`config.mk`:
```
export PLATFORM = sky130hd
export DESIGN_NAME = datapath
export DESIGN_NICKNAME = d
export VERILOG_FILES = /design/src/rtl/datapathPkg.sv /design/src/rtl/regSelectIf.sv /design/src/rtl/regSelect.sv /design/src/rtl/regBank.sv /design/src/rtl/alu.sv /design/src/rtl/datapath.sv
export SDC_FILE = /design/constraint.sdc
export NUM_CORES = 1
export LEC_CHECK = 0
export ABC_AREA = 1
export BUFFER_PORTS_ARGS = -buffer_cell sky130_fd_sc_hd__buf_4
export CORE_MARGIN = 2
export CORE_UTILIZATION = 40
export CTS_BUF_LIST = sky130_fd_sc_hd__clkbuf_8
export CTS_CLUSTER_DIAMETER = 60
export DETAILED_ROUTE_END_ITERATION = 8
export MAX_ROUTING_LAYER = met4
export PLACE_DENSITY = 0.62
export REMOVE_ABC_BUFFERS = 1
export SLEW_MARGIN = 20
export SYNTH_ARGS = -nofsm -noshare
export SYNTH_HDL_FRONTEND = slang
export SYNTH_SLANG_ARGS = --single-unit
```
`constraint.sdc`:
```
create_clock -name clock50 -period 4.94 [get_ports clock50]
set_clock_uncertainty 0.2 [all_clocks]
set_input_delay 0.741 -clock clock50 [delete_from_list [all_inputs] [get_ports clock50]]
set_output_delay 0.741 -clock clock50 [all_outputs]
set_load 0.02 [all_outputs]
```
`src/rtl/datapathPkg.sv`:
```
// --------------------
// Shared widths, register indices, IR field positions and ALU opcodes
// All users reference these by scoped name
// --------------------
package datapathPkg;

	// Word and register file geometry
	localparam int dataWidth = 32;
	localparam int regCount = 8;
	localparam int regAddrWidth = 3;

	typedef logic [dataWidth-1:0] word_t;
	typedef logic [regAddrWidth-1:0] regAddr_t;
	// One bit per register
	typedef logic [regCount-1:0] regMask_t;

	// --------------------
	// Fixed register slots
	// R0 to R3 sit at indices 0 to 3
	localparam regAddr_t regRs = 3'd4;
	localparam regAddr_t regPc = 3'd5;
	localparam regAddr_t regIr = 3'd6;
	localparam regAddr_t regTemp0 = 3'd7;

	// --------------------
	// Low bit of each address field inside IR
	localparam int irFieldA = 14;
	localparam int irFieldB = 0;
	localparam int irFieldC = 25;

	// ALU operations
	typedef enum logic [3:0] {
		opAdd,
		opSub,
		opAnd,
		opOr,
		opXor,
		opNotA,
		opPassA,
		opPassB,
		opShl,
		opShr
	} aluOp_t;

endpackage

```
`src/rtl/regSelectIf.sv`:
```
// --------------------
// Masks are one-hot or all zero
// --------------------
interface regSelectIf;

	// Read addresses for the two operand buses
	datapathPkg::regAddr_t rdAddrA;
	datapathPkg::regAddr_t rdAddrB;

	// Write strobes, one bit per register
	datapathPkg::regMask_t loadMask;
	// Clear strobes, win over load in the bank
	datapathPkg::regMask_t clearMask;

	// Selector side drives everything
	modport ctrl (
		output rdAddrA,
		output rdAddrB,
		output loadMask,
		output clearMask
	);

	// Register bank only listens
	modport bank (
		input rdAddrA,
		input rdAddrB,
		input loadMask,
		input clearMask
	);

endinterface

```
`src/rtl/regSelect.sv`:
```
// --------------------
// Purely combinational; IR fields come from the value held before the edge
// --------------------
module regSelect (
	input datapathPkg::word_t ir,
	input datapathPkg::regAddr_t ctrlAddrA,
	input datapathPkg::regAddr_t ctrlAddrB,
	input datapathPkg::regAddr_t ctrlAddrC,
	input logic useIrA,
	input logic useIrB,
	input logic useIrC,
	input logic load,
	input logic clear,
	input datapathPkg::regAddr_t clearAddr,
	regSelectIf.ctrl sel
);

	// Address fields pulled out of the instruction word
	datapathPkg::regAddr_t irAddrA;
	datapathPkg::regAddr_t irAddrB;
	datapathPkg::regAddr_t irAddrC;
	// Final write address after source selection
	datapathPkg::regAddr_t wrAddr;

	// One-hot decode that is all zero when not enabled
	function automatic datapathPkg::regMask_t decodeMask(
		input datapathPkg::regAddr_t addr,
		input logic en
	);
		datapathPkg::regMask_t mask;
		mask = '0;
		if (en) begin
			mask[addr] = 1'b1;
		end
		return mask;
	endfunction

	// --------------------
	// Field extraction
	assign irAddrA = ir[datapathPkg::irFieldA +: datapathPkg::regAddrWidth];
	assign irAddrB = ir[datapathPkg::irFieldB +: datapathPkg::regAddrWidth];
	assign irAddrC = ir[datapathPkg::irFieldC +: datapathPkg::regAddrWidth];

	// Per-bus source choice
	assign sel.rdAddrA = useIrA ? irAddrA : ctrlAddrA;
	assign sel.rdAddrB = useIrB ? irAddrB : ctrlAddrB;
	assign wrAddr = useIrC ? irAddrC : ctrlAddrC;

	// --------------------
	// Strobe decoding
	always_comb begin
		sel.loadMask = decodeMask(wrAddr, load);
		// Clear always uses the control address
		sel.clearMask = decodeMask(clearAddr, clear);
	end

endmodule

```
`src/rtl/regBank.sv`:
```
// --------------------
// Clear beats load on the same register; rstN clears all asynchronously
// --------------------
module regBank (
	input logic clock50,
	input logic rstN,
	input datapathPkg::word_t busC,
	regSelectIf.bank sel,
	output datapathPkg::word_t busA,
	output datapathPkg::word_t busB,
	output datapathPkg::word_t ir
);

	// R0-R3, RS, PC, IR, TEMP0 in index order
	datapathPkg::word_t regs [datapathPkg::regCount];

	// --------------------
	// Register update
	always_ff @(posedge clock50 or negedge rstN) begin
		if (!rstN) begin
			for (int i = 0; i < datapathPkg::regCount; i++) begin
				regs[i] <= '0;
			end
		end else begin
			for (int i = 0; i < datapathPkg::regCount; i++) begin
				// Clear has priority
				if (sel.clearMask[i]) begin
					regs[i] <= '0;
				end else if (sel.loadMask[i]) begin
					regs[i] <= busC;
				end
			end
		end
	end

	// --------------------
	// Read ports
	// Both buses see every register, no duplicate slots
	assign busA = regs[sel.rdAddrA];
	assign busB = regs[sel.rdAddrB];

	// Instruction word back to the selector and out
	assign ir = regs[datapathPkg::regIr];

	// --------------------
	// Cleared register must read zero one cycle later
	// even if a load hit it in the same cycle
	for (genvar g = 0; g < datapathPkg::regCount; g++) begin : gClearChk
		assert property (
			@(posedge clock50) disable iff (!rstN)
			sel.clearMask[g] |=> (regs[g] == '0)
		) else $error("regBank: register %0d not cleared", g);
	end

endmodule

```
`src/rtl/alu.sv`:
```
// --------------------
// Combinational; overflow only for add and sub
// --------------------
module alu (
	input datapathPkg::word_t busA,
	input datapathPkg::word_t busB,
	input datapathPkg::aluOp_t aluOp,
	output datapathPkg::word_t result,
	output logic overflow,
	output logic carry,
	output logic negative,
	output logic zero
);

	// Sign bits of the operands
	logic signA;
	logic signB;

	assign signA = busA[datapathPkg::dataWidth-1];
	assign signB = busB[datapathPkg::dataWidth-1];

	// --------------------
	// Operation select and flags
	always_comb begin
		result = '0;
		carry = 1'b0;
		overflow = 1'b0;
		case (aluOp)
			datapathPkg::opAdd: begin
				// 33-bit sum with the carry out on top
				{carry, result} = {1'b0, busA} + {1'b0, busB};
				overflow = (signA == signB) &&
					(result[datapathPkg::dataWidth-1] != signA);
			end
			datapathPkg::opSub: begin
				// Top bit set means a borrow when A is below B unsigned
				{carry, result} = {1'b0, busA} - {1'b0, busB};
				overflow = (signA != signB) &&
					(result[datapathPkg::dataWidth-1] != signA);
			end
			datapathPkg::opAnd: result = busA & busB;
			datapathPkg::opOr: result = busA | busB;
			datapathPkg::opXor: result = busA ^ busB;
			datapathPkg::opNotA: result = ~busA;
			datapathPkg::opPassA: result = busA;
			datapathPkg::opPassB: result = busB;
			datapathPkg::opShl: begin
				// Bit leaving the top
				carry = signA;
				result = busA << 1;
			end
			datapathPkg::opShr: begin
				carry = busA[0];
				result = busA >> 1;
			end
			// Unused encodings give zero
			default: result = '0;
		endcase
		negative = result[datapathPkg::dataWidth-1];
		zero = (result == '0);
		// Add carries out exactly when the sum wraps below an operand
		// and sub borrows exactly when A is below B
		assert ((aluOp != datapathPkg::opAdd || carry == (result < busA)) &&
			(aluOp != datapathPkg::opSub || carry == (busA < busB)))
			else $error("alu: carry flag disagrees with operands");
	end

endmodule

```
`src/rtl/datapath.sv`:
```
// --------------------
// All controls are levels sampled at clock50; no handshake
// --------------------
module datapath (
	input logic clock50,
	input logic rstN,
	// Write data and strobes
	input datapathPkg::word_t busC,
	input logic load,
	input logic clear,
	input datapathPkg::regAddr_t clearAddr,
	// Control-field addresses
	input datapathPkg::regAddr_t ctrlAddrA,
	input datapathPkg::regAddr_t ctrlAddrB,
	input datapathPkg::regAddr_t ctrlAddrC,
	// Pick IR field instead of control field
	input logic useIrA,
	input logic useIrB,
	input logic useIrC,
	input datapathPkg::aluOp_t aluOp,
	// ALU result and flags
	output datapathPkg::word_t result,
	output logic overflow,
	output logic carry,
	output logic negative,
	output logic zero,
	// Observation buses
	output datapathPkg::word_t busA,
	output datapathPkg::word_t busB,
	output datapathPkg::word_t ir
);

	// Addresses and strobes from selector to bank
	regSelectIf selBus ();

	// --------------------
	// Address selection and strobe decode
	regSelect iRegSelect (
		.ir (ir),
		.ctrlAddrA (ctrlAddrA),
		.ctrlAddrB (ctrlAddrB),
		.ctrlAddrC (ctrlAddrC),
		.useIrA (useIrA),
		.useIrB (useIrB),
		.useIrC (useIrC),
		.load (load),
		.clear (clear),
		.clearAddr (clearAddr),
		.sel (selBus.ctrl)
	);

	// Storage and read muxes
	regBank iRegBank (
		.clock50 (clock50),
		.rstN (rstN),
		.busC (busC),
		.sel (selBus.bank),
		.busA (busA),
		.busB (busB),
		.ir (ir)
	);

	// --------------------
	// Operates on the two read buses
	alu iAlu (
		.busA (busA),
		.busB (busB),
		.aluOp (aluOp),
		.result (result),
		.overflow (overflow),
		.carry (carry),
		.negative (negative),
		.zero (zero)
	);

endmodule

```
# Word-level counts from Yosys, hierarchy flattened

Index checks and enable logic that the tools add are counted.
Widths: inputs -> output; s select.

Register bits after elaboration: 256
Latch bits: 0
RAM bits: 0
Memory bits (read-only): 0
Input port bits: 55
Output and inout port bits: 132
Word-level logic and storage cells: 83
Memories kept: 0

Add/sub/neg operators: 2
$mul: 0
Divide/modulo/power cells: 0
Order comparisons: 6
Eq/ne operators: 13
Shift-type cells: 0
Multiplexer cells: 34
Bitwise gates (word level): 6
Reduce and logical (&&, ||, !) cells: 14

Operators with widths:

| kind               | count |
|---|---|
| $mux 32            | 20 |
| $pmux 32 s10       | 1 |
| $bmux 32 s3        | 2 |
| $add 32x32->33     | 1 |
| $sub 32x32->33     | 1 |
| $and 32x32->32     | 1 |
| $logic_not 32->1   | 1 |
| $not 32->32        | 1 |
| $or 32x32->32      | 1 |
| $xor 32x32->32     | 1 |
| $eq 4x3->1 const B | 4 |
| $mux 8             | 2 |
| $reduce_bool 2->1  | 8 |
| $mux 3             | 3 |
| $eq 4x2->1 const B | 2 |
| $eq 4x4->1 const B | 2 |
| $ge 4x4->1 const B | 2 |
| $lt 3x4->1 const B | 2 |
| $not 3->4          | 2 |
| $demux 1 s3        | 2 |
| $ge 3x1->1 const B | 2 |
| $eq 4x1->1 const B | 1 |
| $logic_and 1x1->1  | 4 |
| $logic_not 4->1    | 1 |
| 5 further kinds    | 8 |

# Logic depth before layout (Yosys ltp)

Depth in word-level cells: 9
Depth in mapped cells: 33
Depth with buffers taken out: 30

# Cells and area by module

A second synthesis with hierarchy kept.

Cell total of the unflattened synthesis: 3832
Area total of the unflattened synthesis: 22977.0 um^2

By module, submodules not included:

| module    | instances | cells an instance | area each (um^2) | sequential area each (um^2) |
|---|---|---|---|---|
| regBank   | 1         | 2102              | 14732.9          | 6406.1 |
| alu       | 1         | 1661              | 7966.4           | 0.0 |
| regSelect | 1         | 69                | 277.8            | 0.0 |

# Worst setup path after synthesis

Ideal clock, no wire load.

Path type: in2out
Start point: input port useIrB
End point: output port zero
Data arrival time: 4163 ps
Data required time: 3999 ps
Path slack: -164 ps
Cell stages on the path: 25
Path buffers: 3
Path through: buf_4 inv_2 o21ai_2 clkbuf_1 o211ai_1 nand2_1 nand2_1 nand2_1 inv_1 ha_1 clkbuf_1 nand2_1 nor2_1 inv_1 nor4_1 nand2_1 nand2_1 nand2_1 nand3_1 nand3_1 nor2_1 nand2_1 nor2_1 nand2_1 nor2_1

Cells in the longest elaborated chain, start to end: 8
Elaborated cells between the ends (all ways): 12
Those cells by class: 2 x add/sub; 5 x mux; 4 x bitwise; 1 x reduce/logical

Ends and longest elaborated chain:

| item                                                    | line                 | text |
|---|---|---|
| start, declared                                         | datapath.sv:18       | `input logic useIrB,` |
| $mux 3 *                                                | regSelect.sv:46      | `assign sel.rdAddrB = useIrB ? irAddrB : ctrlAddrB;` |
| $not 3->4 (not written as such) *                       | regBank.sv:40        | `assign busB = regs[sel.rdAddrB];` |
| $bmux 32 s3 *                                           | regBank.sv:40        |  |
| $mux 32 (not written as such) * (2 in series)           | regBank.sv:40        |  |
| via busB[11]                                            | datapath.sv:29       | `output datapathPkg::word_t busB,` |
| $sub 32x32->33 / $add 32x32->33 (equally long branches) | alu.sv:37, alu.sv:31 |  |
| $pmux 32 s10 *                                          | alu.sv:28            | `case (aluOp)` |
| via result[27]                                          | datapath.sv:22       | `output datapathPkg::word_t result,` |
| $logic_not 32->1 *                                      | alu.sv:60            | `zero = (result == '0);` |
| end, declared                                           | datapath.sv:26       | `output logic zero,` |

The timed path passes the listed nets; every way through them passes the cells marked *. The select of a mux whose other input is x is not followed.

# Final worst setup path

Start point: register iRegBank.regs, in the netlist iRegBank.ir[0]
End point: output port zero

Cells in the longest elaborated chain, start to end: 8
Elaborated cells between the ends (all ways): 16
Those cells by class: 2 x add/sub; 8 x mux; 5 x bitwise; 1 x reduce/logical

Ends and longest elaborated chain:

| item                                         | line            | text |
|---|---|---|
| start, declared                              | regBank.sv:15   | `datapathPkg::word_t regs [datapathPkg::regCount];` |
| start signal, assigned by index              | regBank.sv:30   | `regs[i] <= busC;` |
| $mux 3                                       | regSelect.sv:46 |  |
| $not 3->4 (not written as such)              | regBank.sv:40   |  |
| $bmux 32 s3                                  | regBank.sv:40   |  |
| $mux 32 (not written as such) (2 in series)  | regBank.sv:40   |  |
| $sub 32x32->33, or another cell as far along | alu.sv:37       | `{carry, result} = {1'b0, busA} - {1'b0, busB};` |
| $pmux 32 s10 *                               | alu.sv:28       |  |
| $logic_not 32->1 *                           | alu.sv:60       |  |

Every way passes the cells marked *; elsewhere a longest branch is shown, timed or not. The select of a mux whose other input is x is not followed.

==> impl_metrics.csv <==
group,metric,value,unit
clock_tree,root_buffer,"clkbuf_8",
clock_tree,cts_sinks,256,
die,rows,87,
grt,grt_antenna_before_repair,2,
clock_tree,cts_buffers,46,
routing,drt-total-wl,112.6,mm
run,max_cap_violations,0,
grt,overflow,0,
synthesis,yosysSeqAreaShare,28.30,%
worst_setup_path,crit_top_cell,"nand2_2",
die,io-pin-count,187,
routing,drt_drc_violations_left,0,
clock_tree,cts.clk_slew.worst_paths,0.06,ns
status,violations,"negative setup slack",
routing,routedWlPerCell,21.94,µm
synthesis,synth_seq_cells,256,
timing,drv_slew,0,
routing,vias_per_cell,5.638,
die,chipWidth,241.9,µm
synthesis,syn_area,22640,µm²
pwr,power_leakage,17.21,nW
min_path,min_path_type,"in -> reg",
timing,slew_headroom,26.86,%
grt,grtUsageTotal,38.11,%
routing,drt_iter0_drc,3471,
die,die-area,58510,µm²
synthesis,avgSynthCellArea,6.136,µm²
clock_tree,cts_tree,"done",
finish,area_delta_synth_final,46.39,%
grt,grt_max_degree,104,
status,outcome,"finished, violations left",
timing,worstMarginPinSlew,1.093,ns
worst_setup_path,crit_path_top_delay_cell,"dfrtp_1",
finish,fin_util,58.99,%
timing,hold_viol_final,0,
die,initial_core_util,40.30,%
routing,vias,28930,
finish,final_common_cell,"nand2_1",
finish,fillCellCount,5396,
die,core_region_area,56170,µm²
routing,ant_nets,0,
synthesis,yosysWarnings,0,
worst_setup_path,crit_required,4.00,ns
timing,fin_ws,-0.4536,ns
synthesis,ys_types,42,
worst_setup_path,cp-end-kind,"output port",
finish,drive_gt1_share,33.27,%
worst_setup_path,cpPeakStageDelay,0.43,ns
placed_design,globalplace.congestion,1.050,
synthesis,syn_inst,3689,
clock_tree,insertion_delay,0.64,ns
worst_setup_path,startpoint_type,"flop",
die,die_h,241.9,µm
grt,grt_pass1_vias,27250,
pwr,powerDensity,705.0,nW/µm²
timing,finalHoldWorstSlack,0.3082,ns
timing,finalSetupTns,-2.098,ns
clock_tree,cts_buffer_depth,3,
finish,final_cell_mix,"nand2_1 (914), buf_4 (715), inv_1 (609), nand3_1 (446), o22ai_1 (284)",
pwr,peakVddDrop,0.3672,mV
timing,clock.fmax,185.4,MHz
finish,fin_nets,4498,
timing,post-route-period-util,109.2,%
placed_design,post-dp-hpwl,76.85,mm
routing,first_pass_iters,7,
timing,rsz0062_at_grt,"yes",
grt,grt_pass1_wl,166.1,mm
timing,finalCriticalPeriod,5.394,ns
placed_design,io_buffers,186,
clock_tree,htree_levels,2,
worst_setup_path,critPathKind,"reg -> out",
worst_setup_path,crit_fanout,7,
timing,setup_viol,15,
finish,seqCellArea,6407,µm²
worst_setup_path,worstPathArrival,4.45,ns
finish,multi_input_area,14900,µm²
path summary, 6_finish.rpt:
| check | start | end | slack (ns) | cells past startpoint |
|---|---|---|---|---|
| min in group asynchronous | rstN | iRegBank.ir[18] | 0.52 | 2 |
| hold reg to reg | iRegBank.regs[2] | iRegBank.regs[2] | 0.35 | 2 |
| max in group asynchronous | rstN | iRegBank.ir[14] | 2.92 | 3 |
| setup reg to reg | iRegBank.ir[25] | iRegBank.regs[95] | 1.73 | 8 |
| setup / recovery | iRegBank.ir[0] | zero | -0.45 | 30 |
| hold / removal | busC[23] | iRegBank.ir[23] | 0.31 | 3 |
per-layer routing:
| metal | wire length, µm | global-route usage, % |
|---|---|---|
| met3 | 12640 | 8.452 |
| met1 | 44520 | 49.05 |
| met2 | 48960 | 57.18 |
| met4 | 6440 | 17.34 |
| met5 | 0 | - |
report_power, final:
part | switching, mW | internal, mW | total [mW]
Clock | 1.01 | 1.20 | 2.21
Sequential | 0.540 | 2.87 | 3.41
Combinational | 10.2 | 7.52 | 17.7
Total | 11.8 | 11.6 | 23.4
area by class of cell:
| cell class | instances | area share, % |
|---|---|---|
| Clock buffer | 60 | 2.492 |
| Clock inverter | 25 | 0.5362 |
| Timing Repair Buffer | 827 | 22.26 |
| Multi-Input combinational cell | 2542 | 44.96 |
| Inverter | 663 | 7.540 |
| Sequential cell | 256 | 19.34 |
| Antenna cell | 2 | 0.01510 |
| Tap cell | 756 | 2.855 |
sequential cells by signal, indices dropped and copies added (netlist names):
signal         cells
iRegBank.regs    224
iRegBank.ir       32
cell families (layout without fill, tap and decap cells):
family	Yosys count	count (layout)	share of synthesized area [%]
other	0	2	0
DFF	256	256	28.30
xor gates and xnor gates	3	3	0.1161
AOI/OAI and AO/OA	503	503	13.65
adders and majority gates	107	107	5.981
buffers and inverters	892	1575	16.20
and+or+nand+nor	1928	1929	35.76
synthesized netlist by cell type:
cell type	number	area share, %
o2111ai_1	1	0.039
xnor2_1	1	0.039
o21a_1	1	0.033
nand3b_1	5	0.17
inv_4	1	0.028
o221ai_1	1	0.039
nand4_1	24	0.66
fa_1	2	0.18
nor3b_1	1	0.033
clkinv_1	3	0.050
buf_2	61	1.3
nand2_4	3	0.15
nor2_1	210	3.5
buf_1	4	0.066
clkbuf_1	106	1.8
a21oi_1	81	1.8
nand3_1	514	11
and3_1	1	0.028
o21bai_1	3	0.099
a21o_1	1	0.033
a211oi_1	1	0.033
dfrtp_1	256	28
nor3_1	21	0.46
xor2_1	2	0.077
ha_1	105	5.8
o21ai_0	53	1.2
inv_1	647	11
o21ai_4	2	0.14
o22ai_1	284	7.8
nor4_1	1	0.028
o31ai_1	1	0.033
buf_4	52	1.7
o211ai_1	54	1.8
nand2_1	1117	19
or2_2	1	0.028
and2_1	4	0.11
inv_2	12	0.20
a221oi_1	2	0.077
o21ai_1	11	0.24
buf_6	6	0.30
o21ai_2	7	0.27
nand2_2	26	0.72
timing repair:
action / in CTS / in global routing
pin swaps: 129 / 122
endpoints found under the hold margin: 40 / 0
cloned: 18 / 2
hold buffers: 1 / 0
setup buffers: 66 / 23
gates resized for setup: 401 / 289
setup endpoints to repair: 30 / 30
worst max-delay path: cells and delay by family, from the launching register on:
kind	cells	cell delay (ns)
simple gates	20	1.97
buf+inv	6	0.67
fa+ha+maj	2	0.52
flops	1	0.43
compound gates	2	0.21
metrics by stage:
stage          instance area (µm²)  cells  power, mW  worst slack, ns
4_1_cts                      31950   5105      21.66          -0.3795
6_report                     33140   5131      23.36          -0.4536
2_1_floorplan                21460   3460      10.28           -1.134
3_5_place_dp                 28370   4936      17.35           -1.231
3_3_place_gp                 28370   4936      17.30           -1.235
5_1_grt                      33140   5131      24.67          -0.5939
Note: power is estimated with default switching activity, not from simulation.
